`src/source/video_pkg.sv`:
```
`default_nettype none

package video_pkg;

	// Bits per colour component
	localparam int COMPONENT_DEPTH = 4;

	// Pixel and line counts, coordinates
	localparam int DIM_WIDTH = 12;

	typedef logic [COMPONENT_DEPTH-1:0] color_t;
	typedef logic [DIM_WIDTH-1:0] dim_t;

	typedef struct packed {
		color_t red;
		color_t green;
		color_t blue;
	} rgb_t;

	// Syncs are active low, blanks active high
	typedef struct packed {
		logic hsync;
		logic vsync;
		logic hblank;
		logic vblank;
	} video_sync_t;

	// Raster at rest: no sync pulse, fully blanked
	localparam video_sync_t SYNC_IDLE = '{hsync: 1'b1, vsync: 1'b1, hblank: 1'b1, vblank: 1'b1};

	typedef struct packed {
		rgb_t rgb;
		video_sync_t sync;
	} src_pixel_t;

endpackage

`default_nettype wire

```
`src/source/vga_timing_gen.sv`:
```
`timescale 1ns/1ps
`default_nettype none

module vga_timing_gen #(
	parameter int OUT_H_ACTIVE = 640,
	parameter int OUT_H_FRONT  = 16,
	parameter int OUT_H_SYNC   = 96,
	parameter int OUT_H_BACK   = 48,
	parameter int OUT_V_ACTIVE = 480,
	parameter int OUT_V_FRONT  = 10,
	parameter int OUT_V_SYNC   = 2,
	parameter int OUT_V_BACK   = 33
) (
	input  wire                      i_clk,
	input  wire                      i_rst,
	input  wire                      i_start,
	output logic                     o_running,
	output video_pkg::dim_t          o_hpos,
	output video_pkg::dim_t          o_vpos,
	output video_pkg::dim_t          o_h_active,
	output video_pkg::dim_t          o_v_active,
	output video_pkg::video_sync_t   o_sync
);

	localparam int H_TOTAL = OUT_H_ACTIVE + OUT_H_FRONT + OUT_H_SYNC + OUT_H_BACK;
	localparam int V_TOTAL = OUT_V_ACTIVE + OUT_V_FRONT + OUT_V_SYNC + OUT_V_BACK;

	// Region edges; active comes first so the counters are the pixel coordinates
	localparam video_pkg::dim_t H_LAST       = video_pkg::dim_t'(H_TOTAL - 1);
	localparam video_pkg::dim_t V_LAST       = video_pkg::dim_t'(V_TOTAL - 1);
	localparam video_pkg::dim_t H_SYNC_START = video_pkg::dim_t'(OUT_H_ACTIVE + OUT_H_FRONT);
	localparam video_pkg::dim_t H_SYNC_END   = video_pkg::dim_t'(H_SYNC_START + OUT_H_SYNC);
	localparam video_pkg::dim_t V_SYNC_START = video_pkg::dim_t'(OUT_V_ACTIVE + OUT_V_FRONT);
	localparam video_pkg::dim_t V_SYNC_END   = video_pkg::dim_t'(V_SYNC_START + OUT_V_SYNC);

	assign o_h_active = video_pkg::dim_t'(OUT_H_ACTIVE);
	assign o_v_active = video_pkg::dim_t'(OUT_V_ACTIVE);

	// Counters rest at the frame origin while stopped
	always_ff @(posedge i_clk) begin
		if (i_rst) begin
			o_running <= 1'b0;
			o_hpos <= '0;
			o_vpos <= '0;
		end else if (!o_running) begin
			o_running <= i_start;
		end else if (o_hpos == H_LAST) begin
			o_hpos <= '0;
			if (o_vpos == V_LAST) begin
				o_vpos <= '0;
				// Frame boundary, keep going only on request
				o_running <= i_start;
			end else begin
				o_vpos <= o_vpos + 1'b1;
			end
		end else begin
			o_hpos <= o_hpos + 1'b1;
		end
	end

	// Negative sync pulses
	always_comb begin
		if (!o_running) begin
			o_sync = video_pkg::SYNC_IDLE;
		end else begin
			o_sync.hblank = o_hpos >= o_h_active;
			o_sync.vblank = o_vpos >= o_v_active;
			o_sync.hsync = !(o_hpos >= H_SYNC_START && o_hpos < H_SYNC_END);
			o_sync.vsync = !(o_vpos >= V_SYNC_START && o_vpos < V_SYNC_END);
		end
	end

	a_hpos_range: assert property (@(posedge i_clk) disable iff (i_rst)
		int'(o_hpos) < H_TOTAL);

endmodule

`default_nettype wire

```
`config.mk`:
```
export PLATFORM = sky130hd
export DESIGN_NAME = vga_timing_gen
export DESIGN_NICKNAME = d
export VERILOG_FILES = /design/src/source/video_pkg.sv /design/src/source/vga_timing_gen.sv
export SDC_FILE = /design/constraint.sdc
export NUM_CORES = 1
export LEC_CHECK = 0
export BUFFER_PORTS_ARGS = -buffer_cell sky130_fd_sc_hd__buf_2
export CORE_MARGIN = 2
export CORE_UTILIZATION = 46
export CTS_BUF_LIST = sky130_fd_sc_hd__clkbuf_4
export CTS_CLUSTER_SIZE = 12
export DETAILED_ROUTE_END_ITERATION = 10
export PLACE_DENSITY = 0.75
export SYNTH_ARGS = -nofsm -noshare
export SYNTH_HDL_FRONTEND = slang
export SYNTH_SLANG_ARGS = --single-unit
```
`constraint.sdc`:
```
create_clock -name i_clk -period 1.9 [get_ports i_clk]
set_input_delay 0.285 -clock i_clk [delete_from_list [all_inputs] [get_ports i_clk]]
set_output_delay 0.285 -clock i_clk [all_outputs]
set_load 0.02 [all_outputs]
```
==> results.md <==
- Status: finished, violations left
- Failing checks: setup timing
- Die Ht: 61.7 um
- Top-area cell type share of the netlist area: 32.7%
- Initial standard-cell utilization of the core: 49.4%
- Post-synth EDFFs: 0
- LEAKAGE: 0.826 nW
- DRT antenna net count: 0
- Post-route cell area: 0.00194 mm2
- Chip width: 61.7 um
- Area grow syn2layout: 26.8%
- Critical path cell sequence: or4_4 > or4_4 > or4_1 > a21oi_1
- IO Port Bufs: 31
- PD cells: between 400 and 500 mW/mm2
- Syn avg cell area: 8.33 um2
- Global route overflow: 0
- Cells after Synth: about 180
- Mapped Area: about 0.0015 mm2
- Hold Path Class: in2reg
- Period utilisation layout: 109%
- Synth top area cells: dfxtp_1 (33%), buf_4 (12%), nand3_1 (4.9%)
- Vias in the first global route: 1,172
- Total number of vias: 1,497
- Commonest cells post-synth: buf_4 (25), dfxtp_1 (25), nand3_1 (15), nor2_1 (15), a21oi_1 (14)
- DIE AREA: 0.00381 mm2
- PnR worst setup slack: -0.177 ns
- Drt total wl: 3650 um
- Min Hold Slack: 0.181 ns
- Arrival time worst endpoint: 2.34 ns
- Pins Over Slew Limit: 0
- Ys flop type: dfxtp_1
- Yosys top cell by area: dfxtp_1
- Cell mode on critical path: or4_4
- Worst-path maximum fanout: 6
- Worst-Skew Late Latency: 0.32 ns
- Drt initial violations: 52
- Reg2reg setup slack: -0.18 ns
- Crit start category: flip-flop
- First-pass GRT wire length: between 5000 and 6000 um
- Yosys Warn Count: 0
- Peak VDD IR: 0.277 mV
- Share of synthesized registers carrying an async set or reset: 0%
- Clock Sinks: 25
- Setup Viol. Count Final: 9
- Unique masters post-synth: 40
- Placed Area: 0.00180 mm2
- F_max: between 0.4 and 0.5 GHz
- RSZ-0062 raised after global routing: yes
- Setup crit end kind: flip-flop
- # IOs: 56
- Hold Fails Final Rpt: 0
- Post-layout min period: 2.08 ns
- Largest net degree at the start of global routing: 15
- Post-DP HPWL: between 2000 and 3000 um
- DR pass1 iterations: 5
- Skew final: 0.00226 ns
- Post-placement setup slack: -0.162 ns
- Post-synthesis register bit count: 25
- Nets: 247
- Critical Path RT: around 2.2 ns
- Core ar.: 0.00310 mm2
- Bufs on Longest Clock Path: 2
- Inserted Clock Buffers: 3
- Post-DR wirelength/cell: 12.9 um
- Maxcap violations: 0
- Crit path max-delay family: simple AND/OR/NAND/NOR gates
- Pwr Total: 0.000912 W
- Gr usage total: a little under a fifth
- Initial antenna violation count: 0
- Worst path slowest cell: or4_4
- Row count: 20
- Number of H-tree branching levels: 1
- TritonCTS clock tree: built
- Root Buffer: clkbuf_4
- Seq/Total Area, Yosys: 32.7%
- CP Class: reg2reg
- Reg clk slew, reported paths: around 0.14 ns
- Number of remaining DRC errors: 0
- Share of cells above drive strength 1: 38.9%
- Gpl congestion: 0.888
- Avg Vias per Cell: 5.29
- Ant diodes: 0
- Crit path largest cell delay: between 0.5 and 0.6 ns
- Worst Path Buf+Inv: 0
worst register-to-register path, delay by kind of cell, from the launching register on:
family          cells  cell delay (ns)
compound gates      1             0.15
simple gates        3             1.50
flops               1             0.37
worst paths after layout:
kind                                start   endpoint  cells after the start
worst min register to register  o_vpos[8]  o_vpos[8]                      2
worst min-delay path              i_start  o_running                      3
worst max-delay path            o_hpos[5]  o_vpos[6]                      4
worst max register to register  o_hpos[5]  o_vpos[6]                      4
what timing repair did:
action,4_1_cts,5_1_grt
hold buffers,0,0
pin swaps,5,4
endpoints found under the setup margin,20,26
buffers inserted,3,2
resized for setup,7,20
layout make-up:
class / count / area, um2
multi-input combinational: 144 / 931
inverter: 7 / 26.3
clock inverter: 1 / 5.00
tap: 44 / 55.1
timing repair buffer: 59 / 392
sequential: 25 / 512
fill: 285 / 1160
clock buffer: 3 / 22.5
metrics by stage:
step | instances | utilization [%] | TNS [ns]
after floorplan | 206 | - | -0.839
after global placement | 275 | 58.0 | -0.828
after detailed placement | 275 | 58.0 | -1.10
after CTS | 282 | 60.3 | -0.989
after global routing | 283 | 62.6 | -1.50
final | 283 | 62.6 | -1.05
per-layer routing:
layer  track usage (%)  vias to the layer above  wire length, um
met5                 0                        -                0
met2              28.9                       57             1710
li1                  -                      724                -
met1              27.8                      710             1680
met3              3.31                        6              203
met4              6.38                        0               55
state kept, by name, indices dropped and copies added, names as in the netlist:
signal and cells:
o_running 1, o_vpos 12, o_hpos 12
power by group:
part / switching (W) / internal (W) / leakage [nW]
Clock: 0.000167 / 0.0000788 / 0.0177
Sequential: 0.00000698 / 0.000531 / 0.206
Combinational: 0.0000895 / 0.0000386 / 0.602
cells in the final DEF (no fill, tap or decap), drive strengths merged:
cell	n
clkinv	1
nand3b	1
buf	59
o21ai	6
ha	4
nor2	15
a22oi	1
a31oi	1
nand2	9
mux2i	1
nand3	15
nor4	1
xnor2	5
or4	10
o31ai	6
clkbuf	3
nand4	4
nor4bb	2
or4b	1
or3	2
conb	24
and3	3
inv	7
nor3	2
a21oi	14
xor2	5
nand4b	2
o311ai	1
dfxtp	25
o21bai	1
and4	3
nor4b	2
and2	1
nand2b	2
cell families (layout without fill, tap and decap cells):
| family | after synthesis | count (layout) | synth area share [%] |
|---|---|---|---|
| other | 2 | 24 | 0.490 |
| AND/OR/NAND/NOR | 75 | 75 | 29.1 |
| buffers and inverters | 37 | 70 | 16.7 |
| XOR/XNOR | 10 | 10 | 5.71 |
| adder cells (fa/ha/maj) | 4 | 4 | 3.27 |
| multiplexers | 1 | 1 | 0.653 |
| flip-flops | 25 | 25 | 32.7 |
| AO/OA/AOI/OAI | 30 | 30 | 11.4 |
Note: power is estimated with default switching activity, not from simulation.
