### src/source/video_pkg.sv
`default_nettype none

package video_pkg;

	// Bits per colour component
	localparam int COMPONENT_DEPTH = 4;

	// Pixel and line counts, coordinates
	localparam int DIM_WIDTH = 12;

	typedef logic [COMPONENT_DEPTH-1:0] color_t;
	typedef logic [DIM_WIDTH-1:0] dim_t;

	typedef struct packed {
		color_t red;
		color_t green;
		color_t blue;
	} rgb_t;

	// Syncs are active low, blanks active high
	typedef struct packed {
		logic hsync;
		logic vsync;
		logic hblank;
		logic vblank;
	} video_sync_t;

	// Raster at rest: no sync pulse, fully blanked
	localparam video_sync_t SYNC_IDLE = '{hsync: 1'b1, vsync: 1'b1, hblank: 1'b1, vblank: 1'b1};

	typedef struct packed {
		rgb_t rgb;
		video_sync_t sync;
	} src_pixel_t;

endpackage

`default_nettype wire

### src/source/scaler_pkg.sv
`default_nettype none

package scaler_pkg;

	// Fraction bits of a scale step
	localparam int STEP_FRAC = 12;

	// Whole part as wide as a dimension
	localparam int STEP_WIDTH = $bits(video_pkg::dim_t) + STEP_FRAC;

	typedef logic [STEP_WIDTH-1:0] step_t;

	// Source dimension over output active dimension
	typedef struct packed {
		video_pkg::dim_t dividend;
		video_pkg::dim_t divisor;
	} div_req_t;

	typedef struct packed {
		step_t quotient;
	} div_rsp_t;

endpackage

`default_nettype wire

### src/source/upscaler_ctrl.sv
`timescale 1ns/1ps
`default_nettype none

module upscaler_ctrl #(
	parameter int LINE_BUFFER_COUNT = 8
) (
	input  wire                                   i_clk,
	input  wire                                   i_rst,
	// Source geometry from the monitor
	input  wire                                   i_locked,
	input  wire video_pkg::dim_t                  i_width,
	input  wire video_pkg::dim_t                  i_height,
	input  wire video_pkg::dim_t                  i_src_line,
	input  wire                                   i_frame_start,
	output logic [$clog2(LINE_BUFFER_COUNT)-1:0]  o_wr_slot,
	// Step divider
	output logic                                  o_div_req,
	output scaler_pkg::div_req_t                  o_div_op,
	input  wire                                   i_div_ack,
	input  wire scaler_pkg::div_rsp_t             i_div_rsp,
	// Output timing
	output logic                                  o_start,
	input  wire                                   i_running,
	input  wire video_pkg::dim_t                  i_hpos,
	input  wire video_pkg::dim_t                  i_vpos,
	input  wire video_pkg::dim_t                  i_h_active,
	input  wire video_pkg::dim_t                  i_v_active,
	input  wire video_pkg::video_sync_t           i_sync,
	// Line buffer read
	output logic [$clog2(LINE_BUFFER_COUNT)-1:0]  o_rd_slot,
	output video_pkg::dim_t                       o_rd_col,
	input  wire video_pkg::rgb_t                  i_rd_rgb,
	// Output video
	output video_pkg::rgb_t                       o_rgb,
	output video_pkg::video_sync_t                o_sync,
	output logic                                  o_out_valid,
	output logic                                  o_locked
);

	localparam int SLOT_W = $clog2(LINE_BUFFER_COUNT);
	localparam int DIM_W = $bits(video_pkg::dim_t);
	// Output may start once half the ring holds the new frame
	localparam video_pkg::dim_t FILL_LINE = video_pkg::dim_t'(LINE_BUFFER_COUNT / 2 - 1);

	typedef enum logic [2:0] {
		S_IDLE,
		S_WAIT_LOCK,
		S_DIV_H,
		S_DIV_V,
		S_WAIT_FILL,
		S_RUN,
		S_DRAIN
	} state_t;

	state_t state;
	logic seen_start;
	logic hblank_q;
	logic line_end;
	logic [1:0] valid_d;
	video_pkg::dim_t wr_line;
	video_pkg::video_sync_t sync_d1;
	scaler_pkg::step_t h_step;
	scaler_pkg::step_t v_step;
	scaler_pkg::step_t h_acc;
	scaler_pkg::step_t v_acc;
	scaler_pkg::step_t h_acc_cur;
	scaler_pkg::step_t v_acc_cur;

	////////////////////////////////////////////////////////////
	// Control

	// Line being written is one past the last completed one
	assign wr_line = i_src_line + 1'b1;
	assign o_wr_slot = wr_line[SLOT_W-1:0];

	// Op held steady for the whole request
	assign o_div_op.dividend = (state == S_DIV_V) ? i_height : i_width;
	assign o_div_op.divisor = (state == S_DIV_V) ? i_v_active : i_h_active;

	assign o_start = state == S_RUN;
	assign o_locked = state inside {S_DIV_H, S_DIV_V, S_WAIT_FILL, S_RUN};

	always_ff @(posedge i_clk) begin
		if (i_rst) begin
			state <= S_IDLE;
			o_div_req <= 1'b0;
			seen_start <= 1'b0;
		end else begin
			seen_start <= 1'b0;
			case (state)
				// Previous handshake must be fully closed
				S_IDLE: if (!i_div_ack) state <= S_WAIT_LOCK;
				S_WAIT_LOCK: if (i_locked) state <= S_DIV_H;
				S_DIV_H, S_DIV_V: begin
					if (!o_div_req && !i_div_ack) begin
						o_div_req <= 1'b1;
					end else if (o_div_req && i_div_ack) begin
						o_div_req <= 1'b0;
						state <= (state == S_DIV_H) ? S_DIV_V : S_WAIT_FILL;
					end
				end
				S_WAIT_FILL: begin
					seen_start <= seen_start || i_frame_start;
					if (!i_locked) begin
						state <= S_IDLE;
					end else if (seen_start && i_src_line == FILL_LINE) begin
						state <= S_RUN;
					end
				end
				S_RUN: if (!i_locked) state <= S_DRAIN;
				// Generator finishes its frame on its own
				S_DRAIN: if (!i_running) state <= S_IDLE;
				default: state <= S_IDLE;
			endcase
		end
	end

	always_ff @(posedge i_clk) begin
		if (o_div_req && i_div_ack) begin
			if (state == S_DIV_H) begin
				h_step <= i_div_rsp.quotient;
			end else begin
				v_step <= i_div_rsp.quotient;
			end
		end
	end

	////////////////////////////////////////////////////////////
	// Source coordinates

	// Accumulators restart at the origin of each line and frame
	assign h_acc_cur = (i_hpos == '0) ? '0 : h_acc;
	assign v_acc_cur = (i_vpos == '0) ? '0 : v_acc;

	// First blank pixel of an active line
	assign line_end = i_sync.hblank && !hblank_q && !i_sync.vblank;

	always_ff @(posedge i_clk) begin
		h_acc <= h_acc_cur + h_step;
		if (line_end) begin
			v_acc <= v_acc_cur + v_step;
		end
		// Nearest neighbour, whole parts only
		o_rd_col <= h_acc_cur[scaler_pkg::STEP_FRAC +: DIM_W];
		o_rd_slot <= v_acc_cur[scaler_pkg::STEP_FRAC +: SLOT_W];
	end

	////////////////////////////////////////////////////////////
	// Output alignment

	// Two stages to match address register plus memory read
	always_ff @(posedge i_clk) begin
		if (i_rst) begin
			hblank_q <= 1'b1;
			sync_d1 <= video_pkg::SYNC_IDLE;
			o_sync <= video_pkg::SYNC_IDLE;
			valid_d <= 2'b00;
		end else begin
			hblank_q <= i_sync.hblank;
			sync_d1 <= i_sync;
			o_sync <= sync_d1;
			valid_d <= {valid_d[0], state == S_RUN && i_running};
		end
	end

	assign o_rgb = (o_sync.hblank || o_sync.vblank) ? '0 : i_rd_rgb;
	assign o_out_valid = valid_d[1] && state == S_RUN;

	// Valid pixels come only from addresses issued while locked
	a_valid_locked: assert property (@(posedge i_clk) disable iff (i_rst)
		o_out_valid |-> o_locked && $past(i_locked, 2));

endmodule

`default_nettype wire

### config.mk
export PLATFORM = sky130hd
export DESIGN_NAME = upscaler_ctrl
export DESIGN_NICKNAME = d
export VERILOG_FILES = /design/src/source/video_pkg.sv /design/src/source/scaler_pkg.sv /design/src/source/upscaler_ctrl.sv
export SDC_FILE = /design/constraint.sdc
export NUM_CORES = 1
export LEC_CHECK = 0
export BUFFER_PORTS_ARGS = -buffer_cell sky130_fd_sc_hd__buf_2
export CAP_MARGIN = 20
export CORE_UTILIZATION = 30
export CTS_CLUSTER_DIAMETER = 150
export DETAILED_ROUTE_END_ITERATION = 12
export PLACE_DENSITY = 0.6
export SYNTH_ARGS = -nofsm -noshare
export SYNTH_HDL_FRONTEND = slang
export SYNTH_SLANG_ARGS = --single-unit
export TNS_END_PERCENT = 50
### constraint.sdc
create_clock -name i_clk -period 3.3 [get_ports i_clk]
set_clock_uncertainty 0.15 [all_clocks]
set_input_delay 0.33 -clock i_clk [delete_from_list [all_inputs] [get_ports i_clk]]
set_output_delay 0.33 -clock i_clk [all_outputs]
set_load 0.05 [all_outputs]
==> flow_summary_export.csv <==
group,metric,value,unit
grt,globalRouteOverflowTotal,0,
placed_design,gp_congestion,0.826,
route,wl_per_cell,14.2,um
synth,synth-seq-area-share,49.0,%
sta,timing.slew.headroom,37.6,%
synth,yosys-top-cells-area,"sky130_fd_sc_hd__edfxtp_1 (29%), sky130_fd_sc_hd__dfxtp_1 (20%), sky130_fd_sc_hd__ha_1 (9.5%)",
placed_design,placement.io_buffers,191,
synth,per_instance_average_area_after_synthesis,11.0,um^2
layout,layout-area-overhead-vs-synth,36.9,%
synth,fraction_of_registers_with_async_set_reset,0,%
clocking,cts.sink_count,108,
clocking,cts_setup_buffers,0,
sta,worst_slew_pin_slew,0.935,ns
die,core,18000,um^2
synth,synth_cell_type_count,49,
clocking,clk_transition_reported_paths,0.07,ns
synth,synth_edf_count,54,
route,detail_routed_via_count_per_cell,4.61,
clocking,clk_root_buffer_cell,"sky130_fd_sc_hd__clkbuf_16",
layout,layout-drive-gt1-share,39.8,%
sta,total_count_of_hold_check_failures_in_the_final_report,0,
synth,syn_area,5520,um^2
die,start_util,30.6,%
synth,synth_cells,504,
sta,setup_viol,0,
sta,timing.setup.tns,0,ns
die,die_y,138,um
route,detail_route.drc_violations,0,
synth,netlist.top_cell.by_area,"sky130_fd_sc_hd__edfxtp_1",
critical_path,critical_path_required,3.42,ns
grt,groute.usage.overall,14.8,%
synth,synth.cells.most_frequent,"sky130_fd_sc_hd__dfxtp_1 (54), sky130_fd_sc_hd__edfxtp_1 (54), sky130_fd_sc_hd__and2_1 (51)",
die,full_die_area,18900,um^2
synth,synth_warnings,0,
placed_design,detailed_place_hpwl,11500,um
layout,layout.nets,932,
flow_run,maxCapViolations,0,
min_path,hold_path_class,"input pin to register",
pwr,p_leak,3.35,nW
critical_path,worst_setup_path_start_kind,"input pin",
critical_path,worstPathMaxFanout,14,
route,drt_pre_antenna_iters,4,
critical_path,endpoint_kind,"register",
grt,grt_max_degree,26,
critical_path,crit_type,"input pin to register",
route,ant_nets,0,
grt,grt_pass1_wl,20800,um
route,routed_wl,14100,um
die,chipWidth,138,um
sta,final_max_slew_viol_count,0,
synth,ys.flop_type,"sky130_fd_sc_hd__edfxtp_1",
pwr,vdd_ir_drop_max,0.000306,V
clocking,insertion_delay,0.35,ns
pwr,power.density,693,nW/um^2
clocking,cts_inserted_buffers,9,
clocking,tritoncts_clock_tree,"done",
die,row_count,49,
pwr,total_power,0.00524,W
outcome,outcome,"completed",
layout,num_antenna_cells,0,
synth,synth_top_cell_area_share,29.4,%
sta,grt_setup_unrepaired,"false",
grt,grt_antenna_before_repair,0,
synth,synth_seq_cells,108,
route,vias,4571,
clocking,htree_num_levels,3,
clocking,cts_max_path_buffers,2,
die,io-pin-count,192,
critical_path,data_arrival_time_of_the_worst_path,3.21,ns
route,drt-initial-drc-count,143,
synth,syn_nets,678,
sta,layout_min_cycle_time,3.09,ns
grt,grt_pass1_vias,4201,
sta,fmax,0.324,GHz
sta,final_cycle_utilization_of_the_critical_path,93.6,%
==> where the power goes <==
group / total [W] / switching (W) / internal (W)
Combinational: 0.00245 / 0.00136 / 0.00108
Clock: 0.00105 / 0.000457 / 0.000589
Sequential: 0.00175 / 0.0000689 / 0.00168
Total: 0.00524 / 0.00189 / 0.00335
==> layer usage <==
layer | vias up | part of all wire, % | track usage (%)
met1 | 2063 | 41 | 16.4
met4 | 0 | 0.74 | 2.93
met3 | 6 | 6.6 | 4.71
met2 | 161 | 52 | 27.5
li1 | 2341 | - | -
met5 | - | 0 | 0
==> path summary, 6_finish.rpt <==
check / to / from / slack, ns / depth (start not counted)
hold / removal: sync_d1[2]$_SDFF_PP1_ / i_sync[2] / 0.02 / 2
hold reg to reg: o_sync[2]$_SDFF_PP1_ / sync_d1[2]$_SDFF_PP1_ / 0.26 / 1
setup / recovery: h_acc[23]$_DFF_P_ / i_hpos[2] / 0.21 / 13
setup reg to reg: v_acc[14]$_DFFE_PP_ / v_acc[0]$_DFFE_PP_ / 0.51 / 10
==> cells in the final DEF, fill, tap and decap left out, types with 3 or more instances in the layout <==
master                          netlist  final
sky130_fd_sc_hd__buf_2                1    191
sky130_fd_sc_hd__buf_4                0     57
sky130_fd_sc_hd__dfxtp_1             54     54
sky130_fd_sc_hd__edfxtp_1            54     54
sky130_fd_sc_hd__and2_1              51     51
sky130_fd_sc_hd__a21oi_1             44     44
sky130_fd_sc_hd__ha_1                42     42
sky130_fd_sc_hd__xnor2_1             24     24
sky130_fd_sc_hd__mux2_2              24     24
sky130_fd_sc_hd__o21ai_0             21     21
sky130_fd_sc_hd__nor2_1              20     20
sky130_fd_sc_hd__inv_1               19     19
sky130_fd_sc_hd__nand2_1             18     18
sky130_fd_sc_hd__a21o_1              12     12
sky130_fd_sc_hd__xor2_1              12     12
sky130_fd_sc_hd__dlygate4sd3_1        0     10
sky130_fd_sc_hd__nand3_1              9      9
sky130_fd_sc_hd__clkbuf_16            0      9
sky130_fd_sc_hd__or2_2                8      8
sky130_fd_sc_hd__nor4_1               9      7
sky130_fd_sc_hd__nor3_1               5      5
sky130_fd_sc_hd__nand4_1              5      5
sky130_fd_sc_hd__a31oi_1              5      5
sky130_fd_sc_hd__o21a_1               4      4
sky130_fd_sc_hd__a211oi_1             5      4
sky130_fd_sc_hd__o21bai_1             3      3
sky130_fd_sc_hd__nand4b_1             3      3
sky130_fd_sc_hd__and3_1               3      3
sky130_fd_sc_hd__nor2b_1              3      3
sky130_fd_sc_hd__clkbuf_1            14      3
==> kinds of logic after synthesis <==
logic type	synth area share (%)
muxes	5.08
and+or+nand+nor	15.0
AOI/OAI and AO/OA	12.7
DFF	49.0
buffers and inverters	2.33
adders and majority gates	10.2
xor gates and xnor gates	5.71
==> registers in the layout, indices dropped and copies added, names as in the netlist <==
| register | count |
|---|---|
| o_div_req | 1 |
| o_rd_col | 12 |
| v_acc | 15 |
| h_step | 24 |
| sync_d1 | 4 |
| seen_start | 1 |
| o_sync | 4 |
| state | 3 |
| o_rd_slot | 3 |
| v_step | 15 |
| valid_d | 2 |
| h_acc | 24 |
==> layout make-up <==
class                      count  area, um^2
clock inverter                 4        48.8
sequential                   108        2700
clock buffer                  12         236
timing repair buffer         258        1480
tap                          229         287
fill                        1769       10500
multi-input combinational    362        2730
inverter                      19        71.3
==> timing repair <==
| item | in CTS | in global routing |
|---|---|---|
| hold endpoints to repair | 8 | 2 |
| resized for setup | 0 | 2 |
| hold buffers | 8 | 2 |
| endpoints found under the setup margin | 0 | 3 |
==> through the flow <==
step	worst slack [ns]	util [%]	hold slack, ns	instance area [um^2]	cells
6_report	0.212	41.9	0.0208	7560	992
4_1_cts	0.157	41.7	0.000372	7520	990
3_3_place_gp	-0.0843	39.7	0.244	7160	966
5_1_grt	0.0180	41.9	0.00974	7560	992
3_5_place_dp	-0.212	39.7	0.244	7160	966
2_1_floorplan	0.0177	-	0.239	5530	504
==> critical path: stages <==
cell	delay (ns)
sky130_fd_sc_hd__buf_2	0.10
sky130_fd_sc_hd__nor4_2	0.27
sky130_fd_sc_hd__nand3_1	0.14
sky130_fd_sc_hd__buf_4	0.22
sky130_fd_sc_hd__and2_1	0.19
sky130_fd_sc_hd__ha_1	0.34
sky130_fd_sc_hd__a21oi_1	0.20
sky130_fd_sc_hd__o21ai_0	0.14
sky130_fd_sc_hd__or4b_2	0.66
sky130_fd_sc_hd__a21oi_1	0.17
sky130_fd_sc_hd__o21ai_0	0.11
sky130_fd_sc_hd__a31oi_1	0.20
sky130_fd_sc_hd__xor2_1	0.14
No activity file was read; power rests on OpenSTA's default activity.
