[config.mk]
export PLATFORM = sky130hd
export DESIGN_NAME = scale_step_divider
export DESIGN_NICKNAME = d
export VERILOG_FILES = /design/src/source/video_pkg.sv /design/src/source/scaler_pkg.sv /design/src/source/scale_step_divider.sv
export SDC_FILE = /design/constraint.sdc
export NUM_CORES = 1
export LEC_CHECK = 0
export BUFFER_PORTS_ARGS = -buffer_cell sky130_fd_sc_hd__buf_2
export CORE_MARGIN = 4
export CORE_UTILIZATION = 38
export DETAILED_ROUTE_END_ITERATION = 12
export SLEW_MARGIN = 10
export SYNTH_ARGS = -nofsm -noshare
export SYNTH_HDL_FRONTEND = slang
export SYNTH_SLANG_ARGS = --single-unit
[constraint.sdc]
create_clock -name i_clk -period 4.3 [get_ports i_clk]
set_clock_uncertainty 0.15 [all_clocks]
set_input_delay 0.43 -clock i_clk [delete_from_list [all_inputs] [get_ports i_clk]]
set_output_delay 0.43 -clock i_clk [all_outputs]
set_load 0.01 [all_outputs]
[src/source/video_pkg.sv]
`default_nettype none

package video_pkg;

	// Bits per colour component
	localparam int COMPONENT_DEPTH = 4;

	// Pixel and line counts, coordinates
	localparam int DIM_WIDTH = 12;

	typedef logic [COMPONENT_DEPTH-1:0] color_t;
	typedef logic [DIM_WIDTH-1:0] dim_t;

	typedef struct packed {
		color_t red;
		color_t green;
		color_t blue;
	} rgb_t;

	// Syncs are active low, blanks active high
	typedef struct packed {
		logic hsync;
		logic vsync;
		logic hblank;
		logic vblank;
	} video_sync_t;

	// Raster at rest: no sync pulse, fully blanked
	localparam video_sync_t SYNC_IDLE = '{hsync: 1'b1, vsync: 1'b1, hblank: 1'b1, vblank: 1'b1};

	typedef struct packed {
		rgb_t rgb;
		video_sync_t sync;
	} src_pixel_t;

endpackage

`default_nettype wire

[src/source/scaler_pkg.sv]
`default_nettype none

package scaler_pkg;

	// Fraction bits of a scale step
	localparam int STEP_FRAC = 12;

	// Whole part as wide as a dimension
	localparam int STEP_WIDTH = $bits(video_pkg::dim_t) + STEP_FRAC;

	typedef logic [STEP_WIDTH-1:0] step_t;

	// Source dimension over output active dimension
	typedef struct packed {
		video_pkg::dim_t dividend;
		video_pkg::dim_t divisor;
	} div_req_t;

	typedef struct packed {
		step_t quotient;
	} div_rsp_t;

endpackage

`default_nettype wire

[src/source/scale_step_divider.sv]
`timescale 1ns/1ps
`default_nettype none

module scale_step_divider (
	input  wire                        i_clk,
	input  wire                        i_rst,
	input  wire                        i_req,
	input  wire scaler_pkg::div_req_t  i_op,
	output logic                       o_ack,
	output scaler_pkg::div_rsp_t       o_rsp
);

	localparam int DIM_W = $bits(video_pkg::dim_t);
	localparam int STEP_W = $bits(scaler_pkg::step_t);
	localparam int CNT_W = $clog2(STEP_W + 1);

	logic busy;
	logic load;
	logic [CNT_W-1:0] cnt;
	video_pkg::dim_t rem;
	video_pkg::dim_t divisor;
	scaler_pkg::step_t quo;
	logic [DIM_W:0] shifted;
	logic [DIM_W+1:0] diff;

	// New request only after the previous ack has dropped
	assign load = i_req && !busy && !o_ack;

	// Trial subtraction, top bit is the borrow
	assign shifted = {rem, quo[STEP_W-1]};
	assign diff = {1'b0, shifted} - {2'b00, divisor};

	assign o_rsp.quotient = quo;

	// Handshake and bit counter
	always_ff @(posedge i_clk) begin
		if (i_rst) begin
			busy <= 1'b0;
			o_ack <= 1'b0;
			cnt <= '0;
		end else if (busy) begin
			cnt <= cnt - 1'b1;
			if (cnt == CNT_W'(1)) begin
				busy <= 1'b0;
				o_ack <= 1'b1;
			end
		end else if (load) begin
			busy <= 1'b1;
			cnt <= CNT_W'(STEP_W);
		end else if (o_ack && !i_req) begin
			o_ack <= 1'b0;
		end
	end

	// Dividend bits shift out the top as quotient bits shift in
	always_ff @(posedge i_clk) begin
		if (load) begin
			rem <= '0;
			divisor <= i_op.divisor;
			quo <= {i_op.dividend, {scaler_pkg::STEP_FRAC{1'b0}}};
		end else if (busy) begin
			rem <= diff[DIM_W+1] ? shifted[DIM_W-1:0] : diff[DIM_W-1:0];
			quo <= {quo[STEP_W-2:0], !diff[DIM_W+1]};
		end
	end

	a_req_held: assert property (@(posedge i_clk) disable iff (i_rst)
		$fell(i_req) |-> o_ack);

endmodule

`default_nettype wire

==> results of run 1 <==
-- cells in the final DEF, fill, tap and decap left out, drive strengths merged, types with 3 or more instances in the layout --
cell / n
clkinv: 3
a22o: 25
o21ai: 11
edfxtp: 24
nand2b: 5
o211ai: 3
clkbuf: 5
xnor2: 3
a211oi: 3
nor3: 7
o221ai: 5
mux2i: 9
ha: 14
inv: 18
o21a: 3
dfxtp: 31
buf: 54
nor2: 11
or2: 3
a21oi: 9
nand2: 26
-- final cells by class --
class,count,area [sq um],area share (%)
sequential,55,1340,43.2
multi-input combinational,166,1210,39.1
timing repair buffer,54,278,8.94
tap,96,120,3.87
clock buffer,5,68.8,2.22
inverter,18,67.6,2.18
clock inverter,3,15.0,0.483
-- sequential cells by signal, indices dropped and copies added (netlist names) --
| register | count |
|---|---|
| cnt | 5 |
| divisor | 12 |
| rem | 12 |
| busy | 1 |
| o_rsp | 24 |
| o_ack | 1 |
-- routing by layer --
layer,wire (um),vias to the layer above,global-route usage [%]
li1,-,1030,-
met1,2620,977,18.2
met2,2460,52,22.0
met3,271,6,3.20
met4,61,0,4.21
met5,0,-,0
-- worst paths after layout --
check / endpoint / start / slack (ns)
worst max-delay path: rem[7]$_SDFFE_PP0P_ / divisor[10]$_DFFE_PP_ / 1.69
worst min-delay path: divisor[7]$_DFFE_PP_ / i_op[7] / 0.15
worst max register to register: rem[7]$_SDFFE_PP0P_ / divisor[10]$_DFFE_PP_ / 1.69
worst min register to register: cnt[4]$_SDFFE_PP0P_ / cnt[4]$_SDFFE_PP0P_ / 0.33
-- per-stage QoR --
| stage | utilization [%] | hold slack (ns) | cells | setup slack (ns) |
|---|---|---|---|---|
| after detailed placement | 44.2 | 0.309 | 389 | 1.70 |
| after floorplan | - | 0.274 | 251 | 2.11 |
| after CTS | 45.5 | 0.134 | 397 | 1.65 |
| after global placement | 44.2 | 0.303 | 389 | 1.77 |
| final | 45.5 | 0.146 | 397 | 1.69 |
| after global routing | 45.5 | 0.129 | 397 | 1.46 |
-- power by group through the flow --
stage               sequential (mW)  combinational (mW)  clock [mW]
CTS                           0.601               0.163       0.286
floorplan                     0.613               0.108           0
global route                  0.605               0.184       0.303
global placement              0.613               0.161           0
detailed placement            0.612               0.163           0
finish                        0.601               0.161       0.273
-- kinds of logic (layout without fill, tap and decap cells) --
| logic type | count (synthesis) | after routing | synth area share (%) |
|---|---|---|---|
| compound gates | 73 | 73 | 21.3 |
| buf+inv | 30 | 80 | 4.76 |
| fa+ha+maj | 15 | 15 | 7.28 |
| simple gates | 65 | 65 | 11.9 |
| mux | 9 | 9 | 3.36 |
| flops | 55 | 55 | 50.0 |
| xor+xnor | 4 | 4 | 1.31 |
==> results.md, run 1 <==
Synth:
- After synthesis the cells add up to 2680 sq um.
- The dominant cell type by area after synthesis is edfxtp_1.
- The proportion of netlist area held by the largest area contributor is a little over a quarter.
- The Yosys step of the flow raised 0 warnings.
- The flip-flop and latch count after synthesis is 55.
- The most common cell in the netlist is dfxtp_1.
- The dominant synthesized flop cell is dfxtp_1.
- The number of enable-type register cells in the synthesized netlist is 24.
- The number of instances in the synthesized netlist is roughly 250.
- By area the synthesized netlist is led by edfxtp_1 (27%), dfxtp_1 (23%), a22o_1 (8.2%), ha_1 (6.5%), nand2_1 (3.6%).
- Sorting the synthesized cells by how often they occur yields dfxtp_1 (31), nand2_1 (26), a22o_1 (25), edfxtp_1 (24), inv_1 (18).
- The number of nets in the synthesized netlist is 293.
- After synthesis, the mean cell area works out to 10.7 sq um.
- The share of the Yosys chip area taken by registers is 50.0%.
- The share of async-settable or async-resettable flops after synthesis is 0%.
- The distinct cell type count of the synthesized netlist is 50.

Setup path:
- The required time at the worst-slack endpoint is 4.37 ns.
- The gate family responsible for the most delay along the worst path is compound AO/OA/AOI/OAI gates.
- Along the worst path, the maximum fanout reaches 14.
- STA classifies the critical path startpoint as a register.
- The arrival time at the worst endpoint is ~2.7 ns.
- Counting cells, the worst reg-to-reg path comes to 8.
- Walking the worst path, the cells encountered are inv_1 > ha_1 > a21o_1 > a211o_1 > a41oi_1 > a21oi_2 > nand2_1 > o221ai_1.
- Counting both buffers and inverters, the worst setup path holds a total of 1.
- The worst setup path is captured at a register.
- The path length in cells of the critical path is 8.
- For this run, the slowest stage of the critical path takes 0.60 ns.
- The category of the critical setup timing path is reg -> reg.
- The largest individual stage delay along the critical path comes from the cell a21oi_2.

STA:
- The hold violation total from the final report came to 0.
- The setup-violating endpoint count in the final report is 0.
- The remaining max-slew budget at the tightest pin is 49.0%.
- The number of pins exceeding their max-slew limit in the final report is 0.
- The fraction of the cycle the final worst path needs is between 60 and 70%.
- Setup repair after global routing left no endpoint under its margin.
- The highest attainable clock frequency is 383 MHz.
- For the pin with the worst max-slew slack, the measured transition is 0.765 ns.
- After routing, the total negative slack on setup checks comes to 0 ns.
- For the finished layout, the period the worst path requires is 2.61 ns.

Placement:
- Buffers placed on the I/O ports in this run total 51.
- The weighted congestion at the end of routability-driven global placement is between 0.8 and 0.9.
- The HPWL after detailed placement is 3950 um.
- The cell area reported after detailed placement is 3020 sq um.

CTS:
- The number of gates resized after CTS was 0.
- The number of clock sinks is 55.
- The number of setup buffers added after CTS is 0.
- The deepest level of the CTS H-tree is 2.
- After clock tree synthesis, the clock-pin slew on the worst setup and hold paths is 0.10 ns.
- The clock reaches the later pin of the worst-skew pair after 0.30 ns.
- After clock tree synthesis, the flow added hold-fix buffers numbering 0.
- The cell sitting at the root of the clock tree is a clkbuf_8.
- The maximum clock path buffer count is 2.
- TritonCTS built the clock tree.
- The number of clock buffers added by TritonCTS is 5.

Floorplan:
- The starting density of the core is between 30% and 40%.
- During I/O placement, the number of pins put on the boundary was 52.
- The region available for standard cell placement spans 6830 sq um.
- The floorplan step defined a die boundary enclosing around 8500 sq um.
- In this run the horizontal extent of the chip is 92 um.
- The number of core rows is 30.
- The chip height is 92 um.

Pwr:
- For this design the static power due to leakage is 1.33 nW.
- The net switching power of the design is 271 uW.
- IR analysis of the VDD net gives a maximum drop of 233 uV.
- After layout, the design draws a total of 1.04 mW.
- The net switching fraction of the power is 26.2%.
- Power spread over the standard cell area amounts to between 300 and 400 nW/um^2.
- Cell internal power was estimated by the tool at 764 uW.
- In this run, the combinational gates consume 15.6% of the power.
- The register share of total power is 58.0%.
- Per report_power, the clock group accounts for 26.4% of the total.

Final layout:
- In the final design database the tool counted 342 nets.
- The layout has around 700 filler cells.
- The area of all placed cells without fillers is 3110 sq um.
- The area added between synthesis and finish is 15.8%.
- 0 antenna diodes ended up in the layout.
- Of the cells placed in the final design, the portion with a size suffix greater than 1 is 23.6%.

Route:
- The routed length per instance is roughly 14 um.
- The DRC violation count after routing is 0.
- The detailed router's first-iteration violation count is 82.
- The detailed-route wire length is approximately 5400 um.
- The via density per instance is 5.20.
- The residual antenna-violating net count after detailed routing is 0.
- The detailed-routing iteration count for the pre-antenna-repair pass is 4.
- The detailed-route via count is 2,065.

Global route:
- The total overflow left after global routing is 0.
- The number of antenna violations at the first check in global routing is 0.
- Across every metal layer, demand over resource in global routing totals 13.7%.
- The pin count of the biggest net entering global routing is 28.
- The via count of the first global-routing pass is roughly 2,100.
- The first global-routing pass estimated 9510 um of wire.

Worst hold path:
- The classification of the worst-slack hold path is in -> reg.
- The worst hold path depth is 1.

Outcome:
- The run finished with clean final reports.

Job:
- The tool flagged a number of max-cap violations equal to 0.
Note: power is estimated with default switching activity, not from simulation.
==> inputs of run 2 (changes only) <==
clock period = 2.4 ns   (was 4.3 ns; I/O delays follow)
==> run 2 against run 1 <==
Wire length rose by 4.4%. Flip-flop and latch count stayed put. Die area stayed put. Critical path depth grew 1. Combinational power grew 110%. Register-to-register slack got worse by 1.6 ns. Non-clock buffer count rose by 20.
==> results.md, run 2 (same netlist as run 1, synthesis figures left out) <==
Floorplan:
- The number of core rows came to 30 (unchanged).
- The die span in x came to 92 um (unchanged).
- The floorplan core area came to 6830 sq um (unchanged).
- The chip height is 92 um (unchanged).
- The I/O pin count came to 52 (unchanged).
- The area of the die is 8460 sq um (unchanged).
- The starting density of the core is 39.2% (unchanged).

Global route:
- The total global routing overflow is 0 (unchanged).
- The pin count of the biggest net entering global routing is 28 (unchanged).
- The number of antenna violations at the first check in global routing is 0 (unchanged).
- The wire length of the first global-routing pass is 9340 um (was 9510 um).
- The via count of the first global-routing pass is 2,066 (was 2,090).
- The total routing resource utilization after global routing is 13.5% (was 13.7%).

Setup path:
- The logic depth of the worst register-to-register path came to 9 (was 8).
- The startpoint class of the critical path is a register (unchanged).
- The category of the critical setup timing path is reg -> reg (unchanged).
- The arrival time at the worst endpoint is 2.37 ns (was 2.68 ns).
- The nature of the critical path endpoint is a register (unchanged).
- The required time at the worst-slack endpoint is 2.48 ns (was 4.37 ns).
- The largest fanout of any net on the critical path was 3 (was 14).

CTS:
- The clock slew at the register clock pins of the worst setup and hold paths came to 0.10 ns (about the same).
- The deepest level of the CTS H-tree is 2 (unchanged).
- The cell at the root of the clock tree is clkbuf_8 (unchanged).
- The maximum clock path buffer count is 2 (unchanged).
- The number of buffers inserted during clock tree synthesis was 5 (unchanged).
- The clock latency of the later-clocked register in the worst-skew pair is 0.30 ns (about the same).
- The number of clock sinks came to 55 (unchanged).
- The TritonCTS clock tree is built (unchanged).

Pwr:
- The total power per unit cell area is 623 nW/um^2 (was 333 nW/um^2).
- The power after layout is 2.11 mW (was 1.04 mW).
- The static leakage power was 1.45 nW (was 1.33 nW).
- The worst vdd rail ir drop is 399 uV (was 233 uV).

STA:
- The hold violation total from the final report came to 0 (unchanged).
- The tightest hold margin is 0.0330 ns (was 0.146 ns).
- The highest attainable clock frequency is 436 MHz (was 383 MHz).
- The number of pins exceeding their max-slew limit in the final report was 0 (unchanged).
- The smallest setup slack after layout was 0.105 ns (was 1.69 ns).
- The minimum period implied by the final worst setup slack is 2.29 ns (was 2.61 ns).
- The fraction of the cycle the final worst path needs is 95.6% (was 60.7%).
- Setup repair after global routing missed its margin: yes (was no).
- The remaining max-slew budget at the tightest pin came to 55.9% (was 49.0%).
- The setup-violating endpoint count in the final report was 0 (unchanged).
- The pin slew with the least headroom to its limit is 0.660 ns (was 0.765 ns).
- The accumulated negative setup slack came to 0 ns (unchanged).

Route:
- The DRC violation count after routing is 0 (unchanged).
- The detailed-route wire length came to 5650 um (was 5410 um).
- The detailed-route via count is 2,115 (was 2,065).
- The routed length per instance was 13.5 um (was 13.6 um).
- The detailed router's first-iteration violation count was 73 (was 82).
- The detailed-routing iteration count for the pre-antenna-repair pass is 4 (unchanged).
- The residual antenna-violating net count after detailed routing is 0 (unchanged).
- The via density per instance is 5.07 (was 5.20).

Final layout:
- The final antenna diode count is 0 (unchanged).
- The utilization of the core after routing is 49.7% (was 45.5%).
- Most frequent cells in the layout: buf_2 (51), dfxtp_1 (31), nand2_1 (26) (unchanged).
- The area of all placed cells without fillers was 3390 sq um (was 3110 sq um).
- The most common cell after layout, fill and taps aside is buf_2 (unchanged).
- The layout net count was 362 (was 342).
- The number of fillers in the final layout is 663 (was 696).
- The area added between synthesis and finish is 26.6% (was 15.8%).
- The layout cell share with drive strength beyond 1 is 26.5% (was 23.6%).
- The number of flip-flops in the largest register is 24 (unchanged).
- The number of standard cells in the layout, taps in and fillers out was 417 (was 397).

Placement:
- The HPWL after detailed placement was 4090 um (was 3950 um).
- The worst-case setup slack after placement came to 0.0381 ns (was 1.70 ns).
- The weighted congestion at the end of routability-driven global placement was 0.777 (was 0.858).
- The number of placed instances, taps included came to 396 (was 389).
- The cell area reported after detailed placement is 3070 sq um (was 3020 sq um).
- The number of input and output port buffers inserted is 51 (unchanged).

Job:
- The max-capacitance violation count was 0 (unchanged).

Outcome:
- Status: finished, final reports clean (unchanged).

Worst hold path:
- The classification of the worst-slack hold path is in -> reg (unchanged).
- The worst hold path depth is 2 (was 1).
[run 2: cell types whose count changed in the layout (fill, tap and decap cells not counted), sizes merged]
cell         before  now
bufinv            0    2
clkbuf            5    6
buf              54   62
dlygate4sd3       0   12
clkinv            3    0
[run 2: routing by layer]
| layer | up-vias | GRT usage [%] | wire length [um] |
|---|---|---|---|
| li1 | 1071 | - | - |
| met1 | 988 | 17.0 | 2540 |
| met2 | 50 | 22.4 | 2710 |
| met3 | 6 | 4.35 | 341 |
| met4 | 0 | 3.22 | 54 |
| met5 | - | 0 | 0 |
[run 2: worst paths after layout]
kind                                             from               endpoint  slack (ns)
worst max-delay path              o_rsp[23]$_DFFE_PP_   rem[11]$_SDFFE_PP0P_        0.11
worst min-delay path                            i_rst     o_ack$_SDFFE_PP0P_        0.03
worst max register to register    o_rsp[23]$_DFFE_PP_   rem[11]$_SDFFE_PP0P_        0.11
worst min register to register  o_rsp[0]$_SDFFE_PP0P_  o_rsp[0]$_SDFFE_PP0P_        0.33
[run 2: layout make-up]
class	instances	area (sq um)	area share, %
clock inverters	2	60.1	1.77
clock buffers	6	72.6	2.14
repair buffers	74	462	13.6
flip-flops and latches	55	1340	39.5
multi-input cells	166	1270	37.4
well taps	96	120	3.54
inverters	18	67.6	1.99
[run 2: power breakdown]
| part | leakage, nW | internal, mW | total [mW] | switching (mW) |
|---|---|---|---|---|
| sequential | 0.492 | 1.04 | 1.07 | 0.0316 |
| clock | 0.0654 | 0.417 | 0.704 | 0.287 |
| combinational | 0.888 | 0.159 | 0.338 | 0.179 |
| total | 1.45 | 1.62 | 2.11 | 0.498 |
[run 2: what timing repair did]
item,in CTS,in global routing
hold endpoints to repair,12,0
resized for setup,1,11
buffers inserted,0,1
endpoints found under the setup margin,1,9
hold buffers,12,0
pin swaps,0,2
[run 2: critical path, cell delays in order (launching register included)]
cell and delay (ns):
edfxtp_1 0.39, inv_1 0.10, ha_1 0.20, nand2b_4 0.15
a21oi_2 0.07, buf_4 0.14, o41a_1 0.34, a41o_1 0.24
a2111o_1 0.28, o221ai_1 0.17
